--- config.mk ---
export PLATFORM = sky130hd
export DESIGN_NAME = rob_branch_check
export DESIGN_NICKNAME = d
export VERILOG_FILES = /design/src/rob_pkg.sv /design/src/rob_branch_check.sv
export SDC_FILE = /design/constraint.sdc
export NUM_CORES = 1
export LEC_CHECK = 0
export ABC_CLOCK_PERIOD_IN_PS = 1300
export BUFFER_PORTS_ARGS = -buffer_cell sky130_fd_sc_hd__buf_2
export CAP_MARGIN = 20
export CORE_MARGIN = 2
export CORE_UTILIZATION = 27
export DETAILED_ROUTE_END_ITERATION = 8
export PLACE_DENSITY_LB_ADDON = 0.25
export REMOVE_ABC_BUFFERS = 1
export SYNTH_ARGS = -nofsm -noshare
export SYNTH_HDL_FRONTEND = slang
export SYNTH_SLANG_ARGS = --single-unit
--- constraint.sdc ---
create_clock -name vclk -period 1.3
set_clock_uncertainty 0.2 [all_clocks]
set_input_delay 0.065 -clock vclk [all_inputs]
set_output_delay 0.065 -clock vclk [all_outputs]
set_load 0.05 [all_outputs]
--- src/rob_pkg.sv ---
// reorder buffer package with the entry count and every field width of the buffer
package rob_pkg;

	// ------------------------------
	// buffer geometry
	// ------------------------------
	localparam int ROB_DEPTH = 32;              // live entries when full
	localparam int ROB_IDX_W = 5;               // log2 of ROB_DEPTH
	localparam int ROB_PTR_W = ROB_IDX_W + 1;   // index plus wrap bit

	// ------------------------------
	// rename and free list
	// ------------------------------
	localparam int PRF_TAG_W  = 6;              // physical register tag
	localparam int ARCH_REG_W = 5;              // logical register number
	localparam int FL_HEAD_W  = 5;              // free-list head snapshot

	// tag value shown on the retire port while no entry retires
	localparam int NULL_TAG = 31;

	// ------------------------------
	// branch and pc
	// ------------------------------
	localparam int BR_MASK_W  = 4;              // one bit per branch in flight
	localparam int XLEN       = 64;             // pc and target width
	localparam int INSN_BYTES = 4;              // fixed instruction size

endpackage

--- src/rob_branch_check.sv ---
// branch resolution check of direction and target against the stored prediction
`timescale 1ns/100ps

module rob_branch_check (
	input  logic                     resolve_valid_i,
	input  logic                     resolve_taken_i,
	input  logic [rob_pkg::XLEN-1:0] resolve_target_i,
	input  logic                     br_flag_i,
	input  logic                     pretaken_i,
	input  logic [rob_pkg::XLEN-1:0] target_i,
	output logic                     mispredict_o,
	output logic                     br_right_o
);

	logic dir_wrong;
	logic tgt_wrong;

	assign dir_wrong = (pretaken_i != resolve_taken_i);
	assign tgt_wrong = (target_i != resolve_target_i);   // full target compare

	always_comb begin
		mispredict_o = 1'b0;
		br_right_o   = 1'b0;
		// non-branch entries are ignored
		if (resolve_valid_i && br_flag_i) begin
			if (dir_wrong || tgt_wrong) begin
				mispredict_o = 1'b1;
			end else begin
				br_right_o = 1'b1;
			end
		end
	end

endmodule

## Word level (Yosys, flattened, before mapping)

Index checks and enable logic that the tools add are counted.

- Bits in registers: 0
- Input port bits: 132
- Output and inout port bits: 2
- Logic and storage cells: 8

- Equal/unequal tests: 2
- Mux-type cells: 4
- Reductions and logical operators: 2

Operators by type and width:

| operator | count |
|---|---|
| $ne 64x64->1 | 1 |
| $mux 1 | 4 |
| $logic_and 1x1->1 | 1 |
| $logic_or 1x1->1 | 1 |
| $ne 1x1->1 | 1 |

## Logic depth before layout (Yosys ltp)

- Depth in word-level cells: 4
- Gate-level depth with buffers: 5
- Depth with buffers taken out: 5

## Worst setup path before layout

Ideal clock, no wire load.

- Path kind: input to output
- Start: in resolve_target_i[31] (netlist bit)
- End: out br_right_o
- Data arrival time: 1.774 ns
- Slack: -0.739 ns
- Stages: 5
- Buffers on the path: 0
- Cell sequence: xnor2_1 -> nand4_1 -> nor4_1 -> nand3_1 -> nor3_1

- Cells in the longest elaborated chain, start to end: 4

Ends and longest elaborated chain:

| element | RTL line | text |
|---|---|---|
| start: declaration | rob_branch_check.sv:7 | `input logic [rob_pkg::XLEN-1:0] resolve_target_i,` |
| $ne 64x64->1 | rob_branch_check.sv:19 | `assign tgt_wrong = (target_i != resolve_target_i);` |
| $logic_or 1x1->1 | rob_branch_check.sv:26 | `if (dir_wrong \|\| tgt_wrong) begin` |
| $mux 1 | rob_branch_check.sv:26 |  |
| $mux 1 | rob_branch_check.sv:25 | `if (resolve_valid_i && br_flag_i) begin` |
| end: declaration | rob_branch_check.sv:12 | `output logic br_right_o` |

Every way passes these cells.

## Worst setup path after layout

- Start: in resolve_target_i[29] (netlist bit)
- End: out br_right_o

The elaborated chain is that of the path after synthesis.

==> qor.txt <==
status = finished with violations
failing checks = setup timing
area leader, netlist = xnor2_1
measured slew at the worst slew-check pin = 240 ps
proportion of layout cells with a drive suffix above 1 = 64.3%
Worst Path Required = 1030 ps
Detail Route Antenna Nets = 0
sequential element share of the synthesized area = 0%
Period minus WS final = 1550 ps
number of diodes = 0
core area = 2500 um^2
Switching Share = 35.0%
endpoints failing hold = 0
die width = 55.7 um
worst min path class = primary input to primary output
drt drc = 0
Synth top area share = 74.0%
Setup crit end kind = primary output
internal power = 309 uW
Clock Buffer Count = 0
period utilization = 119%
via density per instance = 4.49
top cells by area, synth = xnor2_1, nand4_1, xor2_1, nor4_1, nand3_1
final cell count without fillers = 254
logic gate share of total power = 100.0%
global route total overflow = 0
highest clock rate = 646 MHz
total power = 475 uW
fin worst setup slack = -248 ps
drt wl/cell = 10.3 um
# fillers = 243
total I/O pin count = 134
starting density of the core = 28.9%
Clk network pwr share = 0%
CP Data Arrival Time = 1280 ps
synth warn = 0
cell count after placement = 254
GR Util All Layers = 15.4%
drt first-iter violations = 9
sequential share of power = 0%
vias in the first global route = 1077
worst path cell trace = buf_2 > xnor2_1 > nand4_1 > nor4_2 > nand3_1 > nor3_2 > buf_6
pwr/cell area = 304 nW/um^2
Setup crit start kind = primary input
die area = 3100 um^2
Critical-path top delay cell = nor4_2
initial antenna violation count = 0
Finished Core Util = 62.5%
pin count of the biggest net entering global routing = 3
Via Count = 1141
Nets = 358
drt first pass iters = 2
CP peak stage delay = 290 ps
Sw Pwr = 166 uW
IO buf count = 134
die height = 55.7 um
row cnt = 18
# setup viols final = 2
post-synth cell types = 8
Max IR drop VDD = 0.189 mV
first-pass GRT wire length = 4130 um
Worst slew margin = 83.8%
Pins Over Slew Limit = 0
RD Place Congestion = 0.757
sequential cell area = 0 um^2
cell area after synthesis = 722 um^2
FF+latch count = 0
Area Overhead vs Synth = 116%
most frequent cells in the layout = buf_2, xnor2_1, nand4_1
commonest non-fill, non-tap cell in the layout = buf_2
RSZ-0062 raised after global routing = true
critical path fanouts, max = 2
max-cap viol count = 0
Post-Synthesis Cells = 90
hpwl dp = 2410 um
drt total wl = 2610 um
Static Leak = 0.743 nW
Mean Syn Cell Area = 8.02 um^2
critical path type = primary input to primary output
## cells by family after synthesis
family	synth area share (%)
xor gates and xnor gates	78.9
and+or+nand+nor	19.8
AOI/OAI and AO/OA	1.39
## metrics by stage
stage	area, um^2	hold WS [ps]	setup WS, ps	TNS [ps]
after global routing	1560	307	-359	-705
after floorplan	722	179	-739	-746
after CTS	1530	323	-275	-492
final	1560	297	-248	-495
after global placement	1430	334	-347	-661
after detailed placement	1430	343	-355	-668
## power by group through the flow
stage | combinational [mW] | clock, mW | sequential, mW
2_1_floorplan | 0.197 | 0 | 0
6_report | 0.475 | 0 | 0
5_1_grt | 0.520 | 0 | 0
3_5_place_dp | 0.437 | 0 | 0
3_3_place_gp | 0.432 | 0 | 0
4_1_cts | 0.469 | 0 | 0
## final timing paths
check | startpoint | endpoint | cells past startpoint
setup / recovery | resolve_target_i[29] | br_right_o | 7
hold / removal | br_flag_i | br_right_o | 4
## final cells by class
type	count	area (um^2)	share of cell area (%)
well taps	30	37.5	2.40
repair buffers	134	733	47.0
multi-input cells	90	791	50.6
## routing by layer
layer / track usage [%] / wire (um) / share of wire, %
met5: 0 / 0 / 0
met4: 0 / 0 / 0
met3: 3.49 / 342 / 13
met2: 32.1 / 1400 / 54
met1: 16.1 / 868 / 33
## timing repair
action / 4_1_cts / 5_1_grt
cloned: 0 / 0
setup buffers: 0 / 0
pin swaps: 11 / 9
hold buffers: 0 / 0
setup endpoints to repair: 2 / 2
resized for setup: 16 / 6
## critical path, delay by kind of cell
kind                   cells  cell delay (ps)
AND/OR/NAND/NOR            4              770
buffers and inverters      2              280
XOR/XNOR                   1              160
## synthesized netlist by cell type
cell	count
nand2_1	1
nand3_1	2
nand4_1	15
nor3_1	2
nor4_1	4
o21ba_1	1
xnor2_1	61
xor2_1	4
No activity file was read; power rests on OpenSTA's default activity.
