--- src/rob_pkg.sv ---
// reorder buffer package with the entry count and every field width of the buffer
package rob_pkg;

	// ------------------------------
	// buffer geometry
	// ------------------------------
	localparam int ROB_DEPTH = 32;              // live entries when full
	localparam int ROB_IDX_W = 5;               // log2 of ROB_DEPTH
	localparam int ROB_PTR_W = ROB_IDX_W + 1;   // index plus wrap bit

	// ------------------------------
	// rename and free list
	// ------------------------------
	localparam int PRF_TAG_W  = 6;              // physical register tag
	localparam int ARCH_REG_W = 5;              // logical register number
	localparam int FL_HEAD_W  = 5;              // free-list head snapshot

	// tag value shown on the retire port while no entry retires
	localparam int NULL_TAG = 31;

	// ------------------------------
	// branch and pc
	// ------------------------------
	localparam int BR_MASK_W  = 4;              // one bit per branch in flight
	localparam int XLEN       = 64;             // pc and target width
	localparam int INSN_BYTES = 4;              // fixed instruction size

endpackage

--- src/rob_done_tracker.sv ---
// reorder buffer done bits, cleared at dispatch and set by functional-unit completion
`timescale 1ns/100ps

module rob_done_tracker (
	input  logic                          clk,
	input  logic                          rst,
	input  logic                          dispatch_fire_i,
	input  logic [rob_pkg::ROB_IDX_W-1:0] tail_idx_i,
	input  logic                          complete_valid_i,
	input  logic [rob_pkg::ROB_IDX_W-1:0] complete_idx_i,
	input  logic [rob_pkg::ROB_IDX_W-1:0] head_idx_i,
	output logic                          head_done_o
);

	logic [rob_pkg::ROB_DEPTH-1:0] done_r;   // one bit per entry

	always_ff @(posedge clk) begin
		if (rst) begin
			done_r <= '0;
		end else begin
			if (dispatch_fire_i) begin
				done_r[tail_idx_i] <= 1'b0;   // new entry starts pending
			end
			if (complete_valid_i) begin
				done_r[complete_idx_i] <= 1'b1;
			end
		end
	end

	assign head_done_o = done_r[head_idx_i];

	// an entry cannot finish in the cycle it is handed out
	assert property (@(posedge clk) disable iff (rst)
		dispatch_fire_i && complete_valid_i |-> complete_idx_i != tail_idx_i);

endmodule

--- config.mk ---
export PLATFORM = sky130hd
export DESIGN_NAME = rob_done_tracker
export DESIGN_NICKNAME = d
export VERILOG_FILES = /design/src/rob_pkg.sv /design/src/rob_done_tracker.sv
export SDC_FILE = /design/constraint.sdc
export NUM_CORES = 1
export LEC_CHECK = 0
export BUFFER_PORTS_ARGS = -buffer_cell sky130_fd_sc_hd__clkbuf_2
export CAP_MARGIN = 20
export CORE_MARGIN = 8
export CORE_UTILIZATION = 51
export CTS_BUF_LIST = sky130_fd_sc_hd__clkbuf_4 sky130_fd_sc_hd__clkbuf_8 sky130_fd_sc_hd__clkbuf_16
export CTS_CLUSTER_DIAMETER = 50
export DETAILED_ROUTE_END_ITERATION = 8
export GPL_TIMING_DRIVEN = 0
export PLACE_DENSITY = 0.84
export REMOVE_ABC_BUFFERS = 1
export SYNTH_ARGS = -nofsm -noshare
export SYNTH_HDL_FRONTEND = slang
export SYNTH_SLANG_ARGS = --single-unit
export TNS_END_PERCENT = 50
--- constraint.sdc ---
create_clock -name clk -period 1.2 [get_ports clk]
set_input_delay 0.18 -clock clk [delete_from_list [all_inputs] [get_ports clk]]
set_output_delay 0.18 -clock clk [all_outputs]
set_load 0.1 [all_outputs]
# ---- Word-level counts from Yosys, hierarchy flattened
# Index checks and enable logic that the tools add are counted.
dict set report totals {
  register_bits 32
  latch_bits 0
  ramBits 0
  romBits 0
  out_inout_bits 1
  n_memories 0
}
dict set report op_classes {
  add_sub_neg 0
  mul 0
  div_mod_pow 0
  order_cmp 5
  eq_ne 0
  n_shift 0
  n_mux 9
  bitwise 3
  reduce_logical 2
}
# cell n
set ops {}
lappend ops {{$mux W32} 3}
lappend ops {{$and A32 B32 Y32} 1}
lappend ops {{$not A32 Y32} 1}
lappend ops {{$or A32 B32 Y32} 1}
lappend ops {{$lt A5 B6 Y1 const B} 3}
lappend ops {{$demux W1 S5} 2}
lappend ops {{$ge A5 B1 Y1 const B} 2}
lappend ops {{$bmux W1 S5} 1}
lappend ops {{$mux W1} 3}
lappend ops {{$logic_and A1 B1 Y1} 2}

# ---- Depth between registers and ports, before layout
dict set report logic_depth {
  depth_word 10
  mapped_depth 7
  ltp_nobuf 5
}

# ---- Least setup slack after synthesis
# OpenSTA, ideal clock, no wires.
dict set report synth_path {
  kind {input-to-output}
  start {input port head_idx_i[1] in the netlist's numbering}
  end {output port head_done_o}
  arrival_time_ns 1.662
  required_time_ns 1.020
  setup_slack_ns -0.642
  stages 5
  n_path_buf 2
  path_cell_list {buf_6 > buf_12 > mux2i_1 > a211oi_1 > a311o_1}
}
dict set report synth_between {
  elab_chain_len 2
}
# item line_no
set synth_rtl {}
lappend synth_rtl {{from (decl)} rob_done_tracker.sv:11} ;# input logic [rob_pkg::ROB_IDX_W-1:0] head_idx_i,
lappend synth_rtl {{$bmux W1 S5} rob_done_tracker.sv:30} ;# assign head_done_o = done_r[head_idx_i];
lappend synth_rtl {{$mux W1 (not written as such)} rob_done_tracker.sv:30}
lappend synth_rtl {{to (decl)} rob_done_tracker.sv:12} ;# output logic head_done_o
# Every way passes these cells. The select of a mux whose other input is x is not followed.

# ---- Worst setup path in the final report
dict set report layout_path {
  start {register done_r[17] in the netlist's numbering}
  end {output port head_done_o}
}
dict set report layout_between {
  elab_chain_len 2
}
# item line_no
set layout_rtl {}
lappend layout_rtl {{from (decl)} rob_done_tracker.sv:15} ;# logic [rob_pkg::ROB_DEPTH-1:0] done_r;
lappend layout_rtl {{from (signal assigned)} rob_done_tracker.sv:19} ;# done_r <= '0;
lappend layout_rtl {{from (signal, indexed assignment)} rob_done_tracker.sv:22} ;# done_r[tail_idx_i] <= 1'b0;
lappend layout_rtl {{from (signal, indexed assignment)} rob_done_tracker.sv:25} ;# done_r[complete_idx_i] <= 1'b1;
lappend layout_rtl {{$bmux W1 S5} rob_done_tracker.sv:30}
lappend layout_rtl {{$mux W1 (not written as such)} rob_done_tracker.sv:30}
# Every way passes these cells. The select of a mux whose other input is x is not followed.

==> qor.json <==
{
  "avgSynthCellArea_um2": 7.93,
  "rows": 20,
  "critical_path_class": "flip-flop to primary output",
  "area_delta_synth_final_pct": 10.7,
  "tritoncts": "done",
  "detailroute.via_count": 1522,
  "yosysWarningCount": 0,
  "fin_crit_share": 1.50,
  "cts-buffers-inserted": 5,
  "rsz0062_at_grt": "yes",
  "clock_tree.buffer_depth": 2,
  "final_antenna_net_count": 0,
  "antenna-diode-count": 0,
  "effective_utilization_at_floorplan": 0.532,
  "postSynthRegisterBits": 32,
  "ir_drop_mv": 0.710,
  "htree_levels": 2,
  "failed_checks": "setup timing",
  "hold_path_class": "input port to flip-flop",
  "final_layout_size_suffix_gt1_frac": 0.131,
  "post_layout_nonfiller_instances": 265,
  "fin_worst_skew_ns": 0,
  "largest_reg_flops": 32,
  "biggestRegsByFlops": "done_r (32)",
  "critPathLaunchType": "flip-flop",
  "nNetsFinal": 240,
  "io_buffers": 19,
  "wire_length_of_the_first_global_routing_pass_mm": 6.66,
  "crit_arrival_ns": 1.62,
  "fmaxAchievable_ghz": 0.554,
  "finalHoldWorstSlack_ns": 0.231,
  "dpl-instance-area_um2": 1710,
  "outcome": "complete, but fails checks",
  "critPathRequiredTime_ns": 1.02,
  "timing.max_slew.rel_slack": 0.573,
  "detail_route.wl_per_cell_um": 15.4,
  "seq_area_frac_synth": 0.398,
  "synth.largest_area_cell": "sky130_fd_sc_hd__dfxtp_1",
  "crit_path_start": "done_r[17]",
  "cts.reportedPaths.clkPinSlew_ns": 0.09,
  "number_of_clock_sinks": 32,
  "avgViaCountPerCell": 5.74,
  "syn-cell-area_um2": 1610,
  "post-route-util": 0.589,
  "syn_inst": 203,
  "grt_antenna_before_repair": 0,
  "origin_of_the_critical_flop_to_flop_path": "done_r[17]",
  "finalHoldViolCount": 0,
  "die_w_um": 72.2,
  "layout.cell_area.non_filler_um2": 1780,
  "final-max-slew-violation-count": 0,
  "postLayoutSetupSlackWorst_ns": -0.604,
  "die_h_um": 72.2,
  "fin_crit_ns": 1.80,
  "global_route.usage.total": 0.164,
  "die_area_um2": 5210,
  "hpwlAfterDp_mm": 2.79,
  "detailedRoute.firstPassIterationCount": 4,
  "top_level_ports": 20,
  "worst_pin_slew_ns": 0.637,
  "global_route.overflow_total": 0,
  "setup.worst_path.end_class": "primary output",
  "design.core.area_um2": 3030,
  "cts_root_buf": "sky130_fd_sc_hd__clkbuf_4",
  "number_of_fill_cells_in_the_layout": 284,
  "synth.lib_cells_used.distinct": 27,
  "setup-tns-final_ns": -0.604,
  "cts_hold_buffers": 0,
  "power_density_nw_per_um2": 1150,
  "timing.max_cap.violations": 0,
  "grt_max_degree": 33,
  "synth.top_cells.by_area": "sky130_fd_sc_hd__dfxtp_1, sky130_fd_sc_hd__a21oi_1, sky130_fd_sc_hd__mux2i_1, sky130_fd_sc_hd__o21ai_0, sky130_fd_sc_hd__nand2_1",
  "area_fraction_of_the_dominant_cell_type_after_synthesis": 0.398,
  "timing.final.setup_violations": 1,
  "gp_congestion": 0.854,
  "hold_start": "complete_idx_i[0]",
  "route.final.wire_length_mm": 4.08,
  "largest_fanout_on_the_critical_path": 2,
  "worstSkewPairLatency_ns": 0.34,
  "post-route-drc-count": 0,
  "cts_setup_buffers": 0,
  "grt_pass1_vias": 1416,
  "place_inst": 258,
  "static-leakage-power_uw": 0.000649,
  "first_iteration_detailed_routing_drc_count": 109,
  "largest-register": "done_r"
}
[timing repair]
item / in CTS / in global routing
gates resized for setup: 3 / 1
endpoints found under the setup margin: 1 / 1
pin swaps: 0 / 1
[layer usage]
metal | global-route usage | share of wire | vias to the layer above
met5 | 0 | 0 | -
met4 | 0.0952 | 0.024 | 0
met3 | 0.0289 | 0.069 | 10
met2 | 0.248 | 0.43 | 52
met1 | 0.211 | 0.47 | 696
li1 | - | - | 764
[path summary, 6_finish.rpt]
check / end / slack [ns] / depth (start not counted)
max: head_done_o / -0.60 / 6
min: done_r[28] / 0.23 / 4
max reg2reg: done_r[17] / 0.51 / 2
min reg2reg: done_r[15] / 0.48 / 2
[synthesized netlist by cell type]
master / instances
sky130_fd_sc_hd__a211oi_1: 1
sky130_fd_sc_hd__a21oi_1: 35
sky130_fd_sc_hd__a22oi_1: 4
sky130_fd_sc_hd__a311o_1: 1
sky130_fd_sc_hd__and2_1: 1
sky130_fd_sc_hd__and2b_1: 1
sky130_fd_sc_hd__and3_1: 2
sky130_fd_sc_hd__and3b_1: 3
sky130_fd_sc_hd__buf_12: 1
sky130_fd_sc_hd__buf_2: 1
sky130_fd_sc_hd__buf_6: 1
sky130_fd_sc_hd__clkbuf_1: 5
sky130_fd_sc_hd__dfxtp_1: 32
sky130_fd_sc_hd__mux2i_1: 16
sky130_fd_sc_hd__nand2_1: 42
sky130_fd_sc_hd__nand2b_1: 1
sky130_fd_sc_hd__nand3_1: 4
sky130_fd_sc_hd__nand3b_1: 5
sky130_fd_sc_hd__nand4b_1: 1
sky130_fd_sc_hd__nor2_1: 5
sky130_fd_sc_hd__nor2b_1: 1
sky130_fd_sc_hd__nor3_1: 1
sky130_fd_sc_hd__nor3b_1: 3
sky130_fd_sc_hd__nor3b_2: 1
sky130_fd_sc_hd__o21ai_0: 32
sky130_fd_sc_hd__or3_1: 1
sky130_fd_sc_hd__or3b_2: 2
[worst max-delay path, stage by stage (launching register included)]
cell and delay (ns):
sky130_fd_sc_hd__dfxtp_1 0.33, sky130_fd_sc_hd__mux2i_1 0.15, sky130_fd_sc_hd__a22oi_1 0.11, sky130_fd_sc_hd__nand4b_1 0.10, sky130_fd_sc_hd__a21oi_1 0.05, sky130_fd_sc_hd__a311o_1 0.36, sky130_fd_sc_hd__buf_8 0.18
[cell type report]
type                            instances  area (µm²)  share of cell area
Clock buffer                            7        65.1              0.0365
Multi-Input combinational cell        163         915               0.513
Sequential cell                        32         641               0.359
Timing Repair Buffer                   19         108              0.0604
Tap cell                               44        55.1              0.0309
[cell families (layout without fill, tap and decap cells)]
| logic type | count (synthesis) | after routing | synth area share |
|---|---|---|---|
| compound gates | 73 | 73 | 0.238 |
| buf+inv | 8 | 26 | 0.0342 |
| simple gates | 74 | 74 | 0.231 |
| flops | 32 | 32 | 0.398 |
| mux | 16 | 16 | 0.0995 |
[cells in the final DEF, fill, tap and decap left out]
| cell | Yosys | final |
|---|---|---|
| sky130_fd_sc_hd__nand2_1 | 42 | 42 |
| sky130_fd_sc_hd__a21oi_1 | 35 | 35 |
| sky130_fd_sc_hd__o21ai_0 | 32 | 32 |
| sky130_fd_sc_hd__dfxtp_1 | 32 | 32 |
| sky130_fd_sc_hd__clkbuf_2 | 0 | 17 |
| sky130_fd_sc_hd__mux2i_1 | 16 | 16 |
| sky130_fd_sc_hd__clkbuf_4 | 0 | 6 |
| sky130_fd_sc_hd__nor2_1 | 5 | 5 |
| sky130_fd_sc_hd__nand3b_1 | 5 | 5 |
| sky130_fd_sc_hd__a22oi_1 | 4 | 4 |
| sky130_fd_sc_hd__nand3_1 | 4 | 4 |
| sky130_fd_sc_hd__and3b_1 | 3 | 3 |
| sky130_fd_sc_hd__nor3b_1 | 3 | 3 |
| sky130_fd_sc_hd__or3b_2 | 2 | 2 |
| sky130_fd_sc_hd__and3_1 | 2 | 2 |
| sky130_fd_sc_hd__clkbuf_8 | 0 | 2 |
| sky130_fd_sc_hd__nor2b_1 | 1 | 1 |
| sky130_fd_sc_hd__and2b_1 | 1 | 1 |
| sky130_fd_sc_hd__and2_1 | 1 | 1 |
| sky130_fd_sc_hd__a211oi_1 | 1 | 1 |
| sky130_fd_sc_hd__nand4b_1 | 1 | 1 |
| sky130_fd_sc_hd__nand2b_1 | 1 | 1 |
| sky130_fd_sc_hd__a311o_1 | 1 | 1 |
| sky130_fd_sc_hd__nor3b_2 | 1 | 1 |
| sky130_fd_sc_hd__nor3_1 | 1 | 1 |
| sky130_fd_sc_hd__or3_1 | 1 | 1 |
| sky130_fd_sc_hd__buf_8 | 0 | 1 |
[power by group]
part           switching [µW]  total, µW  internal, µW
Clock                     365        697           332
Sequential               5.94       1080          1070
Combinational             182        274          92.6
[through the flow]
step,total power [µW],setup WS [ns]
final,2050,-0.604
after global routing,2120,-0.688
after CTS,2050,-0.622
after detailed placement,1370,-0.854
after global placement,1360,-0.848
after floorplan,1250,-0.551
Power figures use the tool's default switching activity.
