===== src/rob_pkg.sv =====
// reorder buffer package with the entry count and every field width of the buffer
package rob_pkg;

	// ------------------------------
	// buffer geometry
	// ------------------------------
	localparam int ROB_DEPTH = 32;              // live entries when full
	localparam int ROB_IDX_W = 5;               // log2 of ROB_DEPTH
	localparam int ROB_PTR_W = ROB_IDX_W + 1;   // index plus wrap bit

	// ------------------------------
	// rename and free list
	// ------------------------------
	localparam int PRF_TAG_W  = 6;              // physical register tag
	localparam int ARCH_REG_W = 5;              // logical register number
	localparam int FL_HEAD_W  = 5;              // free-list head snapshot

	// tag value shown on the retire port while no entry retires
	localparam int NULL_TAG = 31;

	// ------------------------------
	// branch and pc
	// ------------------------------
	localparam int BR_MASK_W  = 4;              // one bit per branch in flight
	localparam int XLEN       = 64;             // pc and target width
	localparam int INSN_BYTES = 4;              // fixed instruction size

endpackage


===== src/rob_ctrl.sv =====
// reorder buffer control with wrap-bit pointers, dispatch/retire handshakes and recovery one-shot
`timescale 1ns/100ps

module rob_ctrl (
	input  logic                          clk,
	input  logic                          rst,
	input  logic                          dispatch_valid_i,
	input  logic                          retire_ready_i,
	input  logic                          head_done_i,
	input  logic                          recover_req_i,
	input  logic [rob_pkg::ROB_IDX_W-1:0] resolve_idx_i,
	output logic                          dispatch_ready_o,
	output logic                          dispatch_fire_o,
	output logic                          retire_valid_o,
	output logic                          retire_fire_o,
	output logic                          recover_o,
	output logic [rob_pkg::ROB_IDX_W-1:0] head_idx_o,
	output logic [rob_pkg::ROB_IDX_W-1:0] tail_idx_o,
	output logic [rob_pkg::ROB_PTR_W-1:0] tail_ptr_o
);

	logic [rob_pkg::ROB_PTR_W-1:0] head_ptr_r;
	logic [rob_pkg::ROB_PTR_W-1:0] tail_ptr_r;
	logic [rob_pkg::ROB_PTR_W-1:0] rec_tail_ptr;   // tail after a rollback
	logic [rob_pkg::ROB_PTR_W-1:0] occupancy;      // live entries
	logic                          br_wrap;        // wrap bit of the resolving entry
	logic                          rec_mark_r;     // armed while high
	logic                          full;
	logic                          empty;

	// ------------------------------
	// occupancy
	// ------------------------------
	assign head_idx_o = head_ptr_r[rob_pkg::ROB_IDX_W-1:0];
	assign tail_idx_o = tail_ptr_r[rob_pkg::ROB_IDX_W-1:0];
	assign tail_ptr_o = tail_ptr_r;

	assign empty = (head_ptr_r == tail_ptr_r);
	// same index, opposite lap
	assign full  = (head_idx_o == tail_idx_o) &&
		(head_ptr_r[rob_pkg::ROB_IDX_W] != tail_ptr_r[rob_pkg::ROB_IDX_W]);

	assign occupancy = tail_ptr_r - head_ptr_r;

	// ------------------------------
	// handshakes
	// ------------------------------
	assign recover_o        = recover_req_i & rec_mark_r;
	assign dispatch_ready_o = ~full & ~recover_o;   // tail is busy rolling back
	assign dispatch_fire_o  = dispatch_valid_i & dispatch_ready_o;
	assign retire_valid_o   = ~empty & head_done_i;
	assign retire_fire_o    = retire_valid_o & retire_ready_i;

	// the branch sits between head and tail, so it shares the head's lap
	// unless its index has already wrapped below the head
	assign br_wrap = (resolve_idx_i >= head_idx_o) ? head_ptr_r[rob_pkg::ROB_IDX_W] :
		~head_ptr_r[rob_pkg::ROB_IDX_W];
	assign rec_tail_ptr = {br_wrap, resolve_idx_i} + rob_pkg::ROB_PTR_W'(1);

	always_ff @(posedge clk) begin
		if (rst) begin
			head_ptr_r <= '0;
			tail_ptr_r <= '0;
			rec_mark_r <= 1'b1;
		end else begin
			if (retire_fire_o) begin
				head_ptr_r <= head_ptr_r + rob_pkg::ROB_PTR_W'(1);
			end
			if (recover_o) begin
				tail_ptr_r <= rec_tail_ptr;   // drop everything younger than the branch
			end else if (dispatch_fire_o) begin
				tail_ptr_r <= tail_ptr_r + rob_pkg::ROB_PTR_W'(1);
			end
			rec_mark_r <= ~recover_o;   // disarm for one cycle after a recovery
		end
	end

	// ------------------------------
	// checks
	// ------------------------------
	// an overrun or an underrun of the pointers shows as a count above the depth
	assert property (@(posedge clk) disable iff (rst)
		occupancy <= rob_pkg::ROB_DEPTH);

endmodule


===== config.mk =====
export PLATFORM = sky130hd
export DESIGN_NAME = rob_ctrl
export DESIGN_NICKNAME = d
export VERILOG_FILES = /design/src/rob_pkg.sv /design/src/rob_ctrl.sv
export SDC_FILE = /design/constraint.sdc
export NUM_CORES = 1
export LEC_CHECK = 0
export BUFFER_PORTS_ARGS = -buffer_cell sky130_fd_sc_hd__buf_2
export CORE_ASPECT_RATIO = 1.1
export CORE_MARGIN = 1
export CORE_UTILIZATION = 54
export CTS_CLUSTER_DIAMETER = 80
export CTS_CLUSTER_SIZE = 40
export DETAILED_ROUTE_END_ITERATION = 12
export GPL_TIMING_DRIVEN = 0
export PLACE_DENSITY = 0.91
export SYNTH_ARGS = -nofsm -noshare
export SYNTH_HDL_FRONTEND = slang
export SYNTH_SLANG_ARGS = --single-unit

===== constraint.sdc =====
create_clock -name clk -period 4 [get_ports clk]
set_clock_uncertainty 0.15 [all_clocks]
set_input_delay 0.2 -clock clk [delete_from_list [all_inputs] [get_ports clk]]
set_output_delay 0.2 -clock clk [all_outputs]
set_load 0.1 [all_outputs]

# After elaboration in Yosys (flattened, before gate mapping)
# Index checks and enable logic that the tools add are counted.
[word_totals]
mem_bits_rw = 0
regBits = 13
memories = 0
output_inout_bits = 21
latch_bits = 0
rom_bits = 0
word_cells = 24
[classes]
magnitude_cmp = 1
n_div = 0
eq_ne = 3
muxes = 3
multipliers = 0
n_shift = 0
reduce_logical = 2
bitwise = 9
n_addsub = 3
[ops]
columns = ["operator", "count"]
rows = [
  ["adder 6 x 1 -> 6 bit (second input constant)", 3],
  ["two-way mux 6 bit", 2],
  ["== test 6 bit", 1],
  ["AND 1 bit", 5],
  ["== test 5 bit", 1],
  [">= comparator 5 bit", 1],
  ["inverter 1 bit", 4],
  ["nonzero test 2 bit", 1],
  ["logical AND 1 bit", 1],
  ["two-way mux 1 bit", 1],
  ["!= test 1 bit", 1],
]

# Depth between registers and ports, before layout
[depth]
ltp_word = 7
depth_mapped = 9
ltp_nobuf = 9

# Worst setup path after synthesis
# Ideal clock, no wire load.
[synth_path]
kind = "register to output"
start = "reg tail_ptr_r (netlist bit tail_ptr_o[2])"
end = "out dispatch_ready_o"
arrival_time_ns = 3.049
stages_incl_launch_ff = 4
path_slack_ns = 0.601
path_cell_list = "dfxtp_1 -> xor2_1 -> nor3_2 -> a31oi_1"
[synth_via]
elab_chain_len = 4
[synth_rtl]
columns = ["element", "line_no", "rtl"]
rows = [
  ["start: declaration", "rob_ctrl.sv:23", "logic [rob_pkg::ROB_PTR_W-1:0] tail_ptr_r;"],
  ["start signal: assignment", "rob_ctrl.sv:70", "tail_ptr_r <= rec_tail_ptr;"],
  ["start signal: assignment", "rob_ctrl.sv:72", "tail_ptr_r <= tail_ptr_r + rob_pkg::ROB_PTR_W'(1);"],
  ["== test 5 bit", "rob_ctrl.sv:40", "assign full = (head_idx_o == tail_idx_o) &&"],
  ["logical AND 1 bit", "rob_ctrl.sv:40", ""],
  ["inverter 1 bit", "rob_ctrl.sv:49", "assign dispatch_ready_o = ~full & ~recover_o;"],
  ["AND 1 bit", "rob_ctrl.sv:49", ""],
  ["end: declaration", "rob_ctrl.sv:12", "output logic dispatch_ready_o,"],
]
# No other way between the ends.

# Final worst setup path
[layout_path]
start = "reg head_ptr_r[5] in the netlist's numbering"
end = "out retire_fire_o"
[layout_via]
elab_chain_len = 4
[layout_rtl]
columns = ["element", "line_no", "rtl"]
rows = [
  ["start: declaration", "rob_ctrl.sv:22", "logic [rob_pkg::ROB_PTR_W-1:0] head_ptr_r;"],
  ["start signal: assignment", "rob_ctrl.sv:67", "head_ptr_r <= head_ptr_r + rob_pkg::ROB_PTR_W'(1);"],
  ["== test 6 bit", "rob_ctrl.sv:38", "assign empty = (head_ptr_r == tail_ptr_r);"],
  ["inverter 1 bit", "rob_ctrl.sv:51", "assign retire_valid_o = ~empty & head_done_i;"],
  ["AND 1 bit", "rob_ctrl.sv:51", ""],
  ["AND 1 bit", "rob_ctrl.sv:52", "assign retire_fire_o = retire_valid_o & retire_ready_i;"],
  ["end: declaration", "rob_ctrl.sv:15", "output logic retire_fire_o,"],
]
# No other way between the ends.

==> results.txt <==
----------------------------------------------------
[Synth]
  Average instance area after synthesis ... 8.235 µm²
  Synthesized instance count ... around 120
  Share of the synthesized netlist area taken by xor and xnor gates ... a little under a fifth
  Sequential-to-total area share from yosys stat ... between 20% and 30%
  Simple-gate portion of the synthesized area ... between 20% and 30%
  Dominant combinational cell family by area after synthesis ... simple AND/OR/NAND/NOR gates
  Share of the synthesized area in compound gates (AO/OA/AOI/OAI) ... between 10% and 20%
  Number of nets in the synthesized netlist ... 140
  Cell Area, Synth ... roughly 1000 µm²
  Share of synthesized area spent on multiplexers ... 0%
  Total number of yosys warnings ... 0
  Library cell occupying the most area in the post-synthesis netlist ... sky130_fd_sc_hd__dfxtp_1
  Cell types with the largest area share after synthesis ... sky130_fd_sc_hd__dfxtp_1, sky130_fd_sc_hd__xor2_1, sky130_fd_sc_hd__ha_1, sky130_fd_sc_hd__buf_4, sky130_fd_sc_hd__xnor2_1
  Top-area cell type share of the netlist area ... between 20% and 30%
  Register bit total from synthesis ... 13
  Adder and majority gate portion of the synthesized area ... 8.717%
  Synth cell types ... 28

[Setup path]
  Startpoint types ... flop
  Crit-path leading delay family ... buffers and inverters
  Worst setup EP type ... primary output
  Type of the worst setup path ... reg2out
  Arrival time of the worst setup path ... 2.06 ns
  Critical Path Fanout Max ... 8
  List of cells traversed by the critical path ... xor2_2 > nor3_2 > a211oi_4 > buf_2
  WP data required ... 3.65 ns
  Slowest-stage cell, CP ... sky130_fd_sc_hd__buf_2
  Slowest Stage Delay on Critical Path ... 0.51 ns
  CP bufs+invs ... 1

[Power and ir drop]
  Reported leakage power ... around 0.61 nW
  Power Dens Cells ... 386.3 nW/µm²
  Peak supply drop ... ~0.25 mV

[STA]
  Final period demand of the worst path ... approximately 2.4 ns
  Final Slew Violations ... 0
  Hold Slack ... between 0.1 and 0.15 ns
  Setup Total Neg Slack ... 0 ns
  Unrepaired setup endpoints after global routing ... false
  Maximum operating frequency ... around 410 MHz
  Slew of the pin with the lowest slew margin ... around 0.5 ns
  Number of hold violations in the final report ... 0
  Ratio of final minimum period to clock period ... about three fifths
  Final number of setup-violating endpoints ... 0
  Headroom to the max-slew limit ... between 60% and 70%

[Finish]
  Multi-input logic area ... 624.3 µm²
  Ratio of cells with drive above 1 in the final layout ... ~32%
  Area growth from synthesis to layout ... 21.30%
  Total area of sequential cells ... 260.3 µm²
  Layout Nets ... between 150 and 200
  Filler cell count in the final layout ... 140
  Finished Layout Cells ... around 180
  Antenna cell count ... 0

[Clocking]
  Clock tree from TritonCTS ... done
  Total CTS buffers ... 3
  Clock root buffer ... sky130_fd_sc_hd__clkbuf_4
  Clock latency reported for the late side of the worst-skew pair ... 0.29 ns
  H-tree levels ... 1
  Number of hold buffers added after CTS ... 1
  CTS clk-pin slew, worst paths ... approximately 0.08 ns
  Cells resized by post-CTS repair ... 0
  Number of sinks driven by the clock tree ... 13
  Max Root-Sink Buffers ... 2
  Number of buffers inserted by post-CTS setup repair ... 0

[Global routing]
  Via count of the first global-routing pass ... around 800
  Largest net degree at the start of global routing ... 11
  Global-route wire length before repair ... between 3000 and 4000 µm
  Overflow after GRT ... 0
  GRT Overall Usage ... a little under a quarter
  Antenna violations before repair ... 0

[Detailed routing]
  Initial DRC Count ... 20
  Per-cell routed wire length ... 12.77 µm
  Number of iterations in the first detailed-routing pass ... 4
  Post-DRT Antenna Nets ... 0
  Total routed wirelength ... around 2200 µm
  DRC violations left ... 0
  Vias after detailed routing ... between 900 and 1,000
  Vias per cell ... 5.403

[Placement]
  Inst Count DP ... around 170
  Number of buffers inserted by port buffering ... 31
  DPL Wire Length ... ~1800 µm
  Routability congestion estimate from global placement ... ~0.88

[Floorplanning]
  Die extent in y ... about 47 µm
  Count of pins on the block boundary ... 32
  Number of core rows ... 16
  Floorplan core area ... about 1800 µm²
  Starting density of the core ... between 50% and 60%
  Die X-Extent ... about 43 µm
  Area of the die ... about 2000 µm²

[Status]
  Outcome ... complete, no violations

[Run]
  Maximum Capacitance Violations ... 0

[Worst hold path]
  HP Class ... in2reg

----------------------------------------------------
## registers in the layout, indices dropped and copies added, names as in the netlist
| signal | count |
|---|---|
| head_ptr_r | 6 |
| rec_mark_r | 1 |
| tail_ptr_o | 6 |
## worst min-delay path, cell delays in order
cell	delay, ns
sky130_fd_sc_hd__buf_2	0.13
sky130_fd_sc_hd__xor2_1	0.08
sky130_fd_sc_hd__nor2_1	0.08
sky130_fd_sc_hd__a211oi_1	0.05
## layer usage
metal | vias to the layer above | global-route usage [%] | routed length, µm
li1 | 470 | - | -
met1 | 423 | 26.61 | 913
met2 | 45 | 39.10 | 1112
met3 | 13 | 6.538 | 130
met4 | 0 | 18.18 | 91
met5 | - | 0 | 0
## stage by stage
stage / total power, W / cell area [µm²] / setup WS, ns / utilization [%]
4_1_cts: 0.0004713 / 1219 / 1.582 / 69.18
2_1_floorplan: 0.0003490 / 1005 / 0.6007 / -
6_report: 0.0004707 / 1219 / 1.590 / 69.18
3_5_place_dp: 0.0003860 / 1182 / 1.903 / 67.12
5_1_grt: 0.0004915 / 1219 / 1.466 / 69.18
3_3_place_gp: 0.0003812 / 1182 / 1.931 / 67.12
## worst paths after layout
check / to / start / slack [ns] / cells past startpoint
worst min register to register: tail_ptr_o[1] / tail_ptr_o[1] / 0.40 / 2
worst max-delay path: retire_fire_o / head_ptr_r[5] / 1.59 / 4
worst max register to register: tail_ptr_o[4] / rec_mark_r / 1.99 / 8
worst min-delay path: tail_ptr_o[2] / resolve_idx_i[2] / 0.14 / 4
## cell families after synthesis
logic type	Yosys count
simple gates	41
buf+inv	22
xor+xnor	20
compound gates	19
flops	13
fa+ha+maj	7
## synth_stat cells
cell,n
sky130_fd_sc_hd__o311ai_1,1
sky130_fd_sc_hd__nor3_2,2
sky130_fd_sc_hd__inv_2,1
sky130_fd_sc_hd__a21o_1,1
sky130_fd_sc_hd__nand4_2,1
sky130_fd_sc_hd__and2_1,2
sky130_fd_sc_hd__buf_4,10
sky130_fd_sc_hd__nand2b_1,1
sky130_fd_sc_hd__ha_1,7
sky130_fd_sc_hd__nand3_1,4
sky130_fd_sc_hd__o21bai_1,1
sky130_fd_sc_hd__clkbuf_1,2
sky130_fd_sc_hd__a21oi_1,4
sky130_fd_sc_hd__or3_1,1
sky130_fd_sc_hd__a211oi_1,5
sky130_fd_sc_hd__nand4_1,4
sky130_fd_sc_hd__xnor2_1,6
sky130_fd_sc_hd__xor2_1,13
sky130_fd_sc_hd__inv_1,9
sky130_fd_sc_hd__nor2_1,13
sky130_fd_sc_hd__and3_1,2
sky130_fd_sc_hd__dfxtp_1,13
sky130_fd_sc_hd__o21ai_0,4
sky130_fd_sc_hd__nand2_1,11
sky130_fd_sc_hd__a31oi_4,1
sky130_fd_sc_hd__a211oi_4,1
sky130_fd_sc_hd__a31oi_1,1
sky130_fd_sc_hd__xor2_2,1
## where the power goes
group	total, W	switching, W	internal (W)
combinational	0.000233	0.000182	0.0000509
clock	0.0000867	0.0000478	0.0000389
sequential	0.000151	0.0000134	0.000138
total	0.000471	0.000243	0.000227
## cell usage in the layout (no fill, tap or decap)
cell type,count
sky130_fd_sc_hd__buf_2,31
sky130_fd_sc_hd__xor2_1,13
sky130_fd_sc_hd__nor2_1,13
sky130_fd_sc_hd__dfxtp_1,13
sky130_fd_sc_hd__nand2_1,11
sky130_fd_sc_hd__buf_4,10
sky130_fd_sc_hd__inv_1,9
sky130_fd_sc_hd__ha_1,7
sky130_fd_sc_hd__xnor2_1,6
sky130_fd_sc_hd__a211oi_1,5
sky130_fd_sc_hd__a21oi_1,4
sky130_fd_sc_hd__nand4_1,4
sky130_fd_sc_hd__nand3_1,4
sky130_fd_sc_hd__o21ai_0,4
sky130_fd_sc_hd__clkbuf_1,3
sky130_fd_sc_hd__clkbuf_4,3
sky130_fd_sc_hd__nor3_2,2
sky130_fd_sc_hd__and3_1,2
sky130_fd_sc_hd__and2_1,2
sky130_fd_sc_hd__xor2_2,1
sky130_fd_sc_hd__a211oi_4,1
sky130_fd_sc_hd__inv_2,1
sky130_fd_sc_hd__a21o_1,1
sky130_fd_sc_hd__a31oi_1,1
sky130_fd_sc_hd__a31oi_4,1
sky130_fd_sc_hd__nand4_2,1
sky130_fd_sc_hd__nand2b_1,1
sky130_fd_sc_hd__o21bai_1,1
sky130_fd_sc_hd__or3_1,1
sky130_fd_sc_hd__o311ai_1,1
sky130_fd_sc_hd__dlygate4sd3_1,1
## cell type report
type / instances / share of cell area [%]
clock buffer: 4 / 2.156
inverter: 10 / 3.080
timing repair buffer: 32 / 13.55
sequential: 13 / 21.36
tap: 18 / 1.848
multi-input combinational: 87 / 51.23
buffer: 12 / 6.776
No activity file was read; power rests on OpenSTA's default activity.
